<file path="config.mk">
export PLATFORM = sky130hd
export DESIGN_NAME = pbch_ibar_detector
export DESIGN_NICKNAME = d
export VERILOG_FILES = /design/src/hw/pbch_pkg.sv /design/src/hw/gold_seq_gen.sv /design/src/hw/dmrs_store.sv /design/src/hw/pilot_correlator.sv /design/src/hw/peak_search.sv /design/src/hw/pbch_ctrl.sv /design/src/hw/pbch_ibar_detector.sv
export SDC_FILE = /design/constraint.sdc
export NUM_CORES = 2
export LEC_CHECK = 0
export ABC_AREA = 1
export BUFFER_PORTS_ARGS = -buffer_cell sky130_fd_sc_hd__buf_4
export CORE_MARGIN = 8
export CORE_UTILIZATION = 30
export CTS_CLUSTER_SIZE = 24
export DETAILED_ROUTE_END_ITERATION = 7
export PLACE_DENSITY = 0.48
export RECOVER_POWER = 25
export SLEW_MARGIN = 5
export SYNTH_ARGS = -nofsm -noshare
export SYNTH_HDL_FRONTEND = slang
export SYNTH_SLANG_ARGS = --single-unit
</file>
<file path="constraint.sdc">
create_clock -name clk_i -period 8.2 [get_ports clk_i]
set_clock_uncertainty 0.2 [all_clocks]
set_input_delay 0.82 -clock clk_i [delete_from_list [all_inputs] [get_ports clk_i]]
set_output_delay 0.82 -clock clk_i [all_outputs]
set_load 0.01 [all_outputs]
</file>
<file path="src/hw/pbch_pkg.sv">
`default_nettype none

package pbch_pkg;

    // sample layout: imaginary in the upper half, real in the lower half
    localparam int SAMPLE_W = 32;
    localparam int FFT_LEN = 256;
    localparam int SC_W = 8;

    // cell identity, up to 1007
    localparam int NID_W = 10;

    // ibar_SSB candidates
    localparam int NUM_IBAR = 8;
    localparam int IBAR_W = 3;

    // one accumulator per candidate and rotation
    localparam int SEL_W = IBAR_W + 1;

    // pilot pairs in one PBCH symbol, every fourth subcarrier
    localparam int NUM_PILOTS = 64;
    localparam int PILOT_W = 6;
    localparam int STORE_STEPS = 2 * NUM_PILOTS;

    // Gold sequence, LFSR length and offset Nc
    localparam int GOLD_N = 31;
    localparam int GOLD_SKIP = 1600;
    localparam int GEN_CNT_W = 11;

    // magnitude of a correlation, two bits per pilot
    localparam int CORR_W = 8;
    localparam int ACC_MAX = 2 * NUM_PILOTS;

    typedef enum logic [2:0] {
        GEN_IDLE,
        GEN_LOAD,
        GEN_SKIP,
        GEN_STORE,
        GEN_DONE
    } gen_state_e;

    typedef enum logic [1:0] {
        DET_IDLE,
        DET_ACCUM,
        DET_SEARCH,
        DET_REPORT
    } det_state_e;

endpackage

`default_nettype wire

</file>
<file path="src/hw/gold_seq_gen.sv">
`timescale 1ns/100ps
`default_nettype none

module gold_seq_gen (
    input  logic                           clk_i,
    input  logic                           reset_ni,
    input  logic [pbch_pkg::NID_W-1:0]     n_id_i,
    input  logic                           n_id_valid_i,
    input  logic                           load_i,
    input  logic                           step_i,
    output logic [pbch_pkg::NUM_IBAR-1:0]  c_bits_o
);
    import pbch_pkg::*;

    logic [NID_W-1:0]  n_id_q;
    logic [GOLD_N-1:0] x1_q;
    logic [GOLD_N-1:0] x2_q [NUM_IBAR];

    // c_init = 2^11 (ibar+1)(floor(N_id/4)+1) + 2^6 (ibar+1) + N_id mod 4
    function automatic logic [GOLD_N-1:0] c_init(input logic [IBAR_W-1:0] ibar,
                                                 input logic [NID_W-1:0] n_id);
        logic [GOLD_N-1:0] ibar_p1;
        logic [GOLD_N-1:0] group_p1;
        ibar_p1 = GOLD_N'(ibar) + 1'b1;
        group_p1 = GOLD_N'(n_id >> 2) + 1'b1;
        return ((ibar_p1 * group_p1) << 11) + (ibar_p1 << 6) + GOLD_N'(n_id[1:0]);
    endfunction

    always_ff @(posedge clk_i) begin
        if (n_id_valid_i) begin
            n_id_q <= n_id_i;
        end
    end

    // bit 0 holds x(n), new bits enter at the top
    always_ff @(posedge clk_i) begin
        if (load_i) begin
            x1_q <= GOLD_N'(1);
            for (int i = 0; i < NUM_IBAR; i++) begin
                x2_q[i] <= c_init(IBAR_W'(i), n_id_q);
            end
        end else if (step_i) begin
            x1_q <= {x1_q[3] ^ x1_q[0], x1_q[GOLD_N-1:1]};
            for (int i = 0; i < NUM_IBAR; i++) begin
                x2_q[i] <= {x2_q[i][3] ^ x2_q[i][2] ^ x2_q[i][1] ^ x2_q[i][0],
                            x2_q[i][GOLD_N-1:1]};
            end
        end
    end

    always_comb begin
        for (int i = 0; i < NUM_IBAR; i++) begin
            c_bits_o[i] = x1_q[0] ^ x2_q[i][0];
        end
    end

    // the controller loads and steps in separate states
    load_step_excl_a: assert property (@(posedge clk_i) disable iff (!reset_ni)
        !(load_i && step_i));

endmodule

`default_nettype wire

</file>
<file path="src/hw/dmrs_store.sv">
`timescale 1ns/100ps
`default_nettype none

module dmrs_store (
    input  logic                                clk_i,
    input  logic                                reset_ni,
    input  logic                                wr_en_i,
    input  logic [pbch_pkg::PILOT_W-1:0]        wr_idx_i,
    input  logic                                wr_bit_sel_i,
    input  logic [pbch_pkg::NUM_IBAR-1:0]       wr_bits_i,
    input  logic [pbch_pkg::PILOT_W-1:0]        rd_idx_i,
    output logic [pbch_pkg::NUM_IBAR-1:0][1:0]  rd_pairs_o
);
    import pbch_pkg::*;

    // one word per pilot index, holding the pair of every candidate
    logic [NUM_IBAR-1:0][1:0] pairs_q [NUM_PILOTS];

    // each store step writes one bit of the pair for all candidates
    always_ff @(posedge clk_i) begin
        if (reset_ni && wr_en_i) begin
            for (int i = 0; i < NUM_IBAR; i++) begin
                pairs_q[wr_idx_i][i][wr_bit_sel_i] <= wr_bits_i[i];
            end
        end
    end

    assign rd_pairs_o = pairs_q[rd_idx_i];

endmodule

`default_nettype wire

</file>
<file path="src/hw/pilot_correlator.sv">
`timescale 1ns/100ps
`default_nettype none

module pilot_correlator (
    input  logic                                clk_i,
    input  logic                                reset_ni,
    input  logic [pbch_pkg::SAMPLE_W-1:0]       sample_i,
    input  logic                                sample_valid_i,
    input  logic                                pilot_en_i,
    input  logic                                clear_i,
    input  logic [pbch_pkg::NUM_IBAR-1:0][1:0]  pairs_i,
    input  logic [pbch_pkg::SEL_W-1:0]          sel_i,
    output logic [pbch_pkg::CORR_W-1:0]         corr_abs_o
);
    import pbch_pkg::*;

    logic [SAMPLE_W-1:0]    sample_q;
    logic [1:0]             demod;
    logic [1:0]             demod_rot;
    // index is {ibar, rotated}; one extra bit so that +128 fits
    logic signed [CORR_W:0] acc_q [2*NUM_IBAR];
    logic signed [CORR_W:0] acc_sel;

    // +2 for two matching bits, 0 for one, -2 for none
    function automatic logic signed [CORR_W:0] pair_score(input logic [1:0] pilot,
                                                         input logic [1:0] rx);
        logic [1:0] diff;
        diff = pilot ^ rx;
        case (diff)
            2'b00:   return (CORR_W+1)'(2);
            2'b11:   return -(CORR_W+1)'(2);
            default: return '0;
        endcase
    endfunction

    always_ff @(posedge clk_i) begin
        if (sample_valid_i) begin
            sample_q <= sample_i;
        end
    end

    // hard QPSK decision from the sign bits
    assign demod = {sample_q[SAMPLE_W/2-1], sample_q[SAMPLE_W-1]};
    // same decision after a 90 degree rotation of the input
    assign demod_rot = {~sample_q[SAMPLE_W-1], sample_q[SAMPLE_W/2-1]};

    always_ff @(posedge clk_i) begin
        if (!reset_ni || clear_i) begin
            for (int i = 0; i < 2*NUM_IBAR; i++) begin
                acc_q[i] <= '0;
            end
        end else if (pilot_en_i) begin
            for (int i = 0; i < NUM_IBAR; i++) begin
                acc_q[2*i]   <= acc_q[2*i] + pair_score(pairs_i[i], demod);
                acc_q[2*i+1] <= acc_q[2*i+1] + pair_score(pairs_i[i], demod_rot);
            end
        end
    end

    assign acc_sel = acc_q[sel_i];
    assign corr_abs_o = acc_sel[CORR_W] ? CORR_W'(-acc_sel) : acc_sel[CORR_W-1:0];

    // holds only if the controller clears between symbols
    for (genvar gi = 0; gi < 2*NUM_IBAR; gi++) begin : g_range_chk
        acc_range_a: assert property (@(posedge clk_i) disable iff (!reset_ni)
            (acc_q[gi] >= -ACC_MAX) && (acc_q[gi] <= ACC_MAX));
    end

endmodule

`default_nettype wire

</file>
<file path="src/hw/peak_search.sv">
`timescale 1ns/100ps
`default_nettype none

module peak_search (
    input  logic                         clk_i,
    input  logic                         reset_ni,
    input  logic                         start_i,
    input  logic [pbch_pkg::CORR_W-1:0]  corr_abs_i,
    output logic [pbch_pkg::SEL_W-1:0]   sel_o,
    output logic                         done_o,
    output logic [pbch_pkg::IBAR_W-1:0]  ibar_o,
    output logic [pbch_pkg::CORR_W-1:0]  peak_o
);
    import pbch_pkg::*;

    logic              busy_q;
    logic [CORR_W-1:0] max_q;
    logic [CORR_W-1:0] max_n;
    logic [IBAR_W-1:0] best_q;
    logic [IBAR_W-1:0] best_n;
    logic              take;

    // strict compare, so the lowest candidate keeps a tie
    assign take = corr_abs_i > max_q;
    assign max_n = take ? corr_abs_i : max_q;
    assign best_n = take ? sel_o[IBAR_W:1] : best_q;

    always_ff @(posedge clk_i) begin
        if (!reset_ni) begin
            busy_q <= 1'b0;
            sel_o  <= '0;
            done_o <= 1'b0;
            max_q  <= '0;
            best_q <= '0;
            ibar_o <= '0;
            peak_o <= '0;
        end else begin
            done_o <= 1'b0;
            if (start_i) begin
                busy_q <= 1'b1;
                sel_o  <= '0;
                max_q  <= '0;
                best_q <= '0;
            end else if (busy_q) begin
                max_q  <= max_n;
                best_q <= best_n;
                sel_o  <= sel_o + 1'b1;
                if (sel_o == '1) begin
                    // last accumulator, publish the result
                    busy_q <= 1'b0;
                    done_o <= 1'b1;
                    ibar_o <= best_n;
                    peak_o <= max_n;
                end
            end
        end
    end

endmodule

`default_nettype wire

</file>
<file path="src/hw/pbch_ctrl.sv">
`timescale 1ns/100ps
`default_nettype none

module pbch_ctrl (
    input  logic                           clk_i,
    input  logic                           reset_ni,
    input  logic                           n_id_valid_i,
    input  logic [1:0]                     n_id_lsb_i,
    input  logic                           pbch_start_i,
    input  logic                           sample_valid_i,
    input  logic                           search_done_i,
    output logic                           load_o,
    output logic                           step_o,
    output logic                           wr_en_o,
    output logic [pbch_pkg::PILOT_W-1:0]   wr_idx_o,
    output logic                           wr_bit_sel_o,
    output logic [pbch_pkg::PILOT_W-1:0]   rd_idx_o,
    output logic                           pilot_en_o,
    output logic                           clear_o,
    output logic                           search_start_o,
    output logic                           dmrs_ready_o,
    output logic                           ibar_valid_o
);
    import pbch_pkg::*;

    gen_state_e           gen_q;
    det_state_e           det_q;
    logic [GEN_CNT_W-1:0] gen_cnt_q;
    logic [SC_W-1:0]      sc_cnt_q;
    logic [1:0]           offset_q;

    // pilot generation, restarted by every new cell identity
    always_ff @(posedge clk_i) begin
        if (!reset_ni) begin
            gen_q     <= GEN_IDLE;
            gen_cnt_q <= '0;
            offset_q  <= '0;
        end else if (n_id_valid_i) begin
            gen_q     <= GEN_LOAD;
            gen_cnt_q <= '0;
            offset_q  <= n_id_lsb_i;
        end else begin
            case (gen_q)
                GEN_LOAD: gen_q <= GEN_SKIP;
                GEN_SKIP: begin
                    if (gen_cnt_q == GEN_CNT_W'(GOLD_SKIP - 1)) begin
                        gen_cnt_q <= '0;
                        gen_q     <= GEN_STORE;
                    end else begin
                        gen_cnt_q <= gen_cnt_q + 1'b1;
                    end
                end
                GEN_STORE: begin
                    if (gen_cnt_q == GEN_CNT_W'(STORE_STEPS - 1)) begin
                        gen_q <= GEN_DONE;
                    end else begin
                        gen_cnt_q <= gen_cnt_q + 1'b1;
                    end
                end
                default: ;
            endcase
        end
    end

    assign load_o = (gen_q == GEN_LOAD);
    assign step_o = (gen_q == GEN_SKIP) || (gen_q == GEN_STORE);
    assign wr_en_o = (gen_q == GEN_STORE);
    // even steps give bit 1 of a pair, odd steps bit 0
    assign wr_idx_o = gen_cnt_q[PILOT_W:1];
    assign wr_bit_sel_o = ~gen_cnt_q[0];
    assign dmrs_ready_o = (gen_q == GEN_DONE);

    // detection; pilot strobe and index line up with the registered sample
    always_ff @(posedge clk_i) begin
        if (!reset_ni) begin
            det_q          <= DET_IDLE;
            sc_cnt_q       <= '0;
            pilot_en_o     <= 1'b0;
            rd_idx_o       <= '0;
            search_start_o <= 1'b0;
        end else begin
            pilot_en_o     <= 1'b0;
            search_start_o <= 1'b0;
            case (det_q)
                DET_IDLE: begin
                    if (pbch_start_i && dmrs_ready_o) begin
                        det_q    <= DET_ACCUM;
                        sc_cnt_q <= '0;
                    end
                end
                DET_ACCUM: begin
                    if (sample_valid_i) begin
                        pilot_en_o <= (sc_cnt_q[1:0] == offset_q);
                        rd_idx_o   <= sc_cnt_q[SC_W-1:2];
                        sc_cnt_q   <= sc_cnt_q + 1'b1;
                        if (sc_cnt_q == SC_W'(FFT_LEN - 1)) begin
                            det_q          <= DET_SEARCH;
                            search_start_o <= 1'b1;
                        end
                    end
                end
                DET_SEARCH: begin
                    if (search_done_i) begin
                        det_q <= DET_REPORT;
                    end
                end
                default: det_q <= DET_IDLE;
            endcase
        end
    end

    assign ibar_valid_o = (det_q == DET_REPORT);
    // accumulators restart from zero for the next symbol
    assign clear_o = (det_q == DET_REPORT);

    // each search result gives exactly one single-cycle report
    ibar_valid_pulse_a: assert property (@(posedge clk_i) disable iff (!reset_ni)
        search_done_i |=> ibar_valid_o ##1 !ibar_valid_o);

endmodule

`default_nettype wire

</file>
<file path="src/hw/pbch_ibar_detector.sv">
`timescale 1ns/100ps
`default_nettype none

module pbch_ibar_detector (
    input  logic                           clk_i,
    input  logic                           reset_ni,
    input  logic [pbch_pkg::SAMPLE_W-1:0]  sample_i,
    input  logic                           sample_valid_i,
    input  logic                           pbch_start_i,
    input  logic [pbch_pkg::NID_W-1:0]     n_id_i,
    input  logic                           n_id_valid_i,
    output logic                           dmrs_ready_o,
    output logic [pbch_pkg::IBAR_W-1:0]    ibar_o,
    output logic                           ibar_valid_o,
    output logic [pbch_pkg::CORR_W-1:0]    peak_corr_o
);
    import pbch_pkg::*;

    logic                     load;
    logic                     step;
    logic [NUM_IBAR-1:0]      c_bits;
    logic                     wr_en;
    logic [PILOT_W-1:0]       wr_idx;
    logic                     wr_bit_sel;
    logic [PILOT_W-1:0]       rd_idx;
    logic [NUM_IBAR-1:0][1:0] rd_pairs;
    logic                     pilot_en;
    logic                     clear;
    logic [SEL_W-1:0]         sel;
    logic [CORR_W-1:0]        corr_abs;
    logic                     search_start;
    logic                     search_done;

    gold_seq_gen gold_seq_gen_i (
        .clk_i        (clk_i),
        .reset_ni     (reset_ni),
        .n_id_i       (n_id_i),
        .n_id_valid_i (n_id_valid_i),
        .load_i       (load),
        .step_i       (step),
        .c_bits_o     (c_bits)
    );

    dmrs_store dmrs_store_i (
        .clk_i        (clk_i),
        .reset_ni     (reset_ni),
        .wr_en_i      (wr_en),
        .wr_idx_i     (wr_idx),
        .wr_bit_sel_i (wr_bit_sel),
        .wr_bits_i    (c_bits),
        .rd_idx_i     (rd_idx),
        .rd_pairs_o   (rd_pairs)
    );

    pilot_correlator pilot_correlator_i (
        .clk_i          (clk_i),
        .reset_ni       (reset_ni),
        .sample_i       (sample_i),
        .sample_valid_i (sample_valid_i),
        .pilot_en_i     (pilot_en),
        .clear_i        (clear),
        .pairs_i        (rd_pairs),
        .sel_i          (sel),
        .corr_abs_o     (corr_abs)
    );

    peak_search peak_search_i (
        .clk_i      (clk_i),
        .reset_ni   (reset_ni),
        .start_i    (search_start),
        .corr_abs_i (corr_abs),
        .sel_o      (sel),
        .done_o     (search_done),
        .ibar_o     (ibar_o),
        .peak_o     (peak_corr_o)
    );

    pbch_ctrl pbch_ctrl_i (
        .clk_i          (clk_i),
        .reset_ni       (reset_ni),
        .n_id_valid_i   (n_id_valid_i),
        .n_id_lsb_i     (n_id_i[1:0]),
        .pbch_start_i   (pbch_start_i),
        .sample_valid_i (sample_valid_i),
        .search_done_i  (search_done),
        .load_o         (load),
        .step_o         (step),
        .wr_en_o        (wr_en),
        .wr_idx_o       (wr_idx),
        .wr_bit_sel_o   (wr_bit_sel),
        .rd_idx_o       (rd_idx),
        .pilot_en_o     (pilot_en),
        .clear_o        (clear),
        .search_start_o (search_start),
        .dmrs_ready_o   (dmrs_ready_o),
        .ibar_valid_o   (ibar_valid_o)
    );

endmodule

`default_nettype wire

</file>
==> results.md <==
Run status:
- The flow ran to the end, but the final reports show violations.
- The checks that failed: max-capacitance violations, max-slew violations.

STA:
- The worst path in the final design needs a cycle of 6400 ps, including I/O delays and setup.
- Setup repair after global routing left no endpoint under its margin.
- The final number of hold-violating endpoints is 0.
- The number of endpoints failing setup at the final stage is 0.
- The part of the cycle the worst path needs is 78.0%.
- The accumulated negative setup slack is 0 ps.
- The final number of max-transition violations is 900.
- At the pin with the least slew margin, the transition time is roughly 3600 ps.
- Based on the critical path, the design can be clocked at up to 156 MHz.
- In this run the tightest slew margin relative to its limit is -138%.

Logic synthesis:
- After technology mapping, the gate count stands at 6230.
- The net count of the mapped netlist is around 6400.
- The register bit count reported by yosys is between 1500 and 2000.
- After synthesis, the mean cell area works out to 10.8 µm².
- The post-synthesis cell area is 67400 µm².
- The part of the Yosys area used for sequential elements is 66.0%.
- The fraction of synthesis flops using an asynchronous set or reset pin is 0%.
- The most used flip-flop cell after synthesis is sky130_fd_sc_hd__edfxtp_1.
- Counting flops with a built-in enable in the synthesized netlist gives roughly 1400.
- During synthesis, Yosys emitted a total of 0 warnings.
- The netlist uses 50 different library cells.

Worst setup path:
- The kind of launch point of the worst setup path is a flip-flop.
- At the worst endpoint, the required time is ~8600 ps.
- The type of the worst setup path is reg2reg.
- Data arrives at the worst endpoint at 6760 ps.
- The kind of capture point of the worst setup path is a flip-flop.
- Along the worst path, the maximum fanout reaches 210.

Layout:
- In the layout the commonest cells are sky130_fd_sc_hd__edfxtp_1 (1412), sky130_fd_sc_hd__nor2_1 (1041), sky130_fd_sc_hd__nand2_1 (889), sky130_fd_sc_hd__o21ai_0 (797), sky130_fd_sc_hd__inv_1 (438).
- The total of fill cells in the finished design is 22378.
- The total number of nets in the final design is 6350.
- Relative to the synthesized area, the layout overhead comes to 12.8%.
- Leaving out fill and tap cells, the most frequent cell in the layout is sky130_fd_sc_hd__edfxtp_1.
- For this run, the number of standard cells in the final layout without fillers is about 9300.
- The share of cells above drive strength 1 is 5.98%.
- After routing the design area is 76000 µm².

Die:
- During I/O placement, the number of pins put on the boundary was 60.
- The die span in x is 490 µm.
- The y dimension of the die is 490 µm.
- The starting density of the core is 30.1%.
- The die covers 240000 µm².
- The number of rows created at floorplan is 174.
- The region available for standard cell placement spans 224000 µm².

Global route:
- The aggregate global-route resource usage is 14.1%.
- The initial antenna violation count is 2.
- The global-route wire length before repair is 268000 µm.
- Global routing finished with a remaining overflow of 0.
- The maximum number of pins on one net before global-route repair is between 200 and 250.
- The number of global-route vias before repair came to 43473.

Clock network:
- TritonCTS created 171 clock buffers.
- The clock passes through at most 3 buffers.
- The tree is rooted in a sky130_fd_sc_hd__clkbuf_16.
- The post-CTS repair timing setup buffer count is 0.
- Clock-pin slew was measured on the worst setup and hold paths at 60 ps.
- The number of gates resized after cts is 0.
- The worst-skew pair later-pin latency is 810 ps.
- TritonCTS built the clock tree.
- The H-tree depth reported by CTS is 4.
- The clock net in this run drives a total of 1515 sinks.

Power:
- The leakage power is 0.0270 µW.
- IR analysis of the VDD net gives a maximum drop of about 0.18 mV.
- For this design the ratio of total power to cell area is 300 nW/µm².

Placed design:
- At the end of routability-driven placement, the weighted congestion stood at 0.775.
- After detailed placement, the total cell area comes to 70600 µm².
- During placement, the flow inserted port buffers numbering 29.
- Once placement completed, the tool counted placed cells totaling 8978.
- The HPWL after detailed placement is 102000 µm.

Detailed routing:
- The total routed wirelength is between 150000 and 200000 µm.
- After detailed routing, the number of vias per cell comes to 4.78.
- After detailed routing, the average wire length per cell comes to 18.9 µm.
- The remaining antenna violation count is 0.
- The detailed-router iteration count before antenna repair is 6.
- The count of vias placed by the detailed router is between 40000 and 50000.
- For this block, the initial DRC count from the detailed router was about 3400.
- For this run, design rule violations remaining after detail routing come to 0.

Hold path:
- The tightest min-delay check is of the reg2reg type.

Flow run:
- The number of max-cap violations is 18.
==> per-layer routing <==
metal / vias to the layer above / wire length [µm] / global-route usage [%] / part of all wire (%)
li1: 21547 / - / - / -
met2: 948 / 80100 / 22.8 / 46
met5: - / 0 / 0 / 0
met3: 246 / 9490 / 2.66 / 5.4
met4: 0 / 4040 / 3.57 / 2.3
met1: 21708 / 82200 / 19.6 / 47
==> cell families (layout without fill, tap and decap cells) <==
logic type / Yosys count / in the layout / synth area share (%)
adders and majority gates: 131 / 131 / 2.52
buffers and inverters: 796 / 868 / 5.01
and+or+nand+nor: 2122 / 2122 / 12.3
xor gates and xnor gates: 170 / 170 / 2.21
other: 0 / 4 / 0
DFF: 1515 / 1515 / 66.0
AOI/OAI and AO/OA: 1496 / 1496 / 12.0
==> worst max-delay path, cell delays in order, from the launching register on <==
cell and delay, ps:
sky130_fd_sc_hd__dfxtp_4 790, sky130_fd_sc_hd__inv_16 330, sky130_fd_sc_hd__buf_4 490, sky130_fd_sc_hd__o21ai_0 210
sky130_fd_sc_hd__o22ai_1 140, sky130_fd_sc_hd__o21ai_0 160, sky130_fd_sc_hd__o21ai_1 90, sky130_fd_sc_hd__o211ai_1 840
sky130_fd_sc_hd__nand2_1 500, sky130_fd_sc_hd__xor2_1 300, sky130_fd_sc_hd__ha_1 460, sky130_fd_sc_hd__xnor2_1 170
sky130_fd_sc_hd__inv_1 70, sky130_fd_sc_hd__ha_1 190, sky130_fd_sc_hd__nor2_1 170, sky130_fd_sc_hd__o21ai_0 110
sky130_fd_sc_hd__nand2_1 90, sky130_fd_sc_hd__a21boi_0 100, sky130_fd_sc_hd__o21ai_0 150, sky130_fd_sc_hd__nand2_1 90
sky130_fd_sc_hd__o21ai_0 150, sky130_fd_sc_hd__a21oi_1 60
==> synthesized netlist by cell type (2+ instances only) <==
cell type                   count  area share (%)
sky130_fd_sc_hd__a211oi_1       6           0.067
sky130_fd_sc_hd__a21boi_0       2           0.022
sky130_fd_sc_hd__a21o_1         2           0.022
sky130_fd_sc_hd__a21oi_1      239             1.8
sky130_fd_sc_hd__a2bb2oi_1      2           0.026
sky130_fd_sc_hd__a31oi_1        6           0.056
sky130_fd_sc_hd__buf_1          9           0.050
sky130_fd_sc_hd__buf_2         86            0.64
sky130_fd_sc_hd__buf_4         18            0.20
sky130_fd_sc_hd__buf_6         24            0.40
sky130_fd_sc_hd__clkbuf_1     204             1.1
sky130_fd_sc_hd__clkinv_1       2           0.011
sky130_fd_sc_hd__dfxtp_1      103             3.1
sky130_fd_sc_hd__edfxtp_1    1412              63
sky130_fd_sc_hd__fa_1           8            0.24
sky130_fd_sc_hd__ha_1         123             2.3
sky130_fd_sc_hd__inv_1        436             2.4
sky130_fd_sc_hd__inv_2         14           0.078
sky130_fd_sc_hd__nand2_1      889             5.0
sky130_fd_sc_hd__nand2_2        3           0.028
sky130_fd_sc_hd__nand3_1      115            0.85
sky130_fd_sc_hd__nand4_1        4           0.037
sky130_fd_sc_hd__nor2_1      1042             5.8
sky130_fd_sc_hd__nor2_2         5           0.046
sky130_fd_sc_hd__nor3_1        29            0.22
sky130_fd_sc_hd__nor3_2         3           0.045
sky130_fd_sc_hd__nor4_1         2           0.019
sky130_fd_sc_hd__o211ai_1      58            0.65
sky130_fd_sc_hd__o21a_1        14            0.16
sky130_fd_sc_hd__o21ai_0      795             5.9
sky130_fd_sc_hd__o21ai_1      101            0.75
sky130_fd_sc_hd__o21ai_2        2           0.026
sky130_fd_sc_hd__o21bai_1       4           0.045
sky130_fd_sc_hd__o221ai_1       2           0.026
sky130_fd_sc_hd__o22ai_1      256             2.4
sky130_fd_sc_hd__o31ai_1        4           0.045
sky130_fd_sc_hd__or2_0          2           0.019
sky130_fd_sc_hd__or2_2         24            0.22
sky130_fd_sc_hd__xnor2_1       79             1.0
sky130_fd_sc_hd__xor2_1        91             1.2
==> power breakdown <==
| group | switching [µW] | internal (µW) |
|---|---|---|
| registers | 256 | 9380 |
| logic | 3990 | 1720 |
| clock network | 3210 | 4270 |
==> state kept, by name, summed over array words and instances (netlist names), 3 cells and up, named ones only <==
signal / flops
peak_search_i.peak_o: 8
dmrs_store_i.pairs_q: 1024
peak_search_i.max_q: 8
peak_search_i.best_q: 3
peak_search_i.ibar_o: 3
gold_seq_gen_i.n_id_q: 10
pbch_ctrl_i.sc_cnt_q: 8
peak_search_i.sel_o: 4
pilot_correlator_i.acc_q: 128
pbch_ctrl_i.rd_idx_o: 6
pbch_ctrl_i.gen_q: 3
gold_seq_gen_i.x1_q: 31
gold_seq_gen_i.x2_q: 248
pbch_ctrl_i.gen_cnt_q: 11
==> path summary, 6_finish.rpt <==
path,startpoint,to,slack [ps],cells after the start
worst max register to register,flip-flop,pilot_correlator_i.acc_q[15][7],1800,21
worst min register to register,peak_search_i.best_q[0],peak_search_i.best_q[0],260,2
worst min-delay path,peak_search_i.best_q[0],peak_search_i.best_q[0],260,2
worst max-delay path,flip-flop,pilot_correlator_i.acc_q[15][7],1800,21
==> metrics by stage <==
stage | total power [µW] | util [%] | hold WS (ps) | worst slack, ps
4_1_cts | 23100 | 34.0 | 116 | 1910
3_5_place_dp | 15500 | 31.5 | 251 | 1900
2_1_floorplan | 13900 | - | 229 | 638
5_1_grt | 24200 | 33.9 | 278 | 1110
3_3_place_gp | 15400 | 31.5 | 243 | 1900
6_report | 22800 | 33.9 | 259 | 1800
==> cell type report <==
| class | count | area [µm²] | area share (%) |
|---|---|---|---|
| clock inverters | 75 | 798 | 1.05 |
| flip-flops and latches | 1515 | 44500 | 58.5 |
| diodes | 4 | 10.0 | 0.0132 |
| multi-input cells | 3919 | 19800 | 26.0 |
| well taps | 2992 | 3740 | 4.93 |
| inverters | 453 | 1730 | 2.28 |
| clock buffers | 228 | 4630 | 6.10 |
| repair buffers | 112 | 846 | 1.11 |
==> repair_timing <==
action,CTS,global route
hold buffers,13,0
endpoints found under the hold margin,15,0
endpoints found under the setup margin,0,0
(Power assumes the default switching activity.)
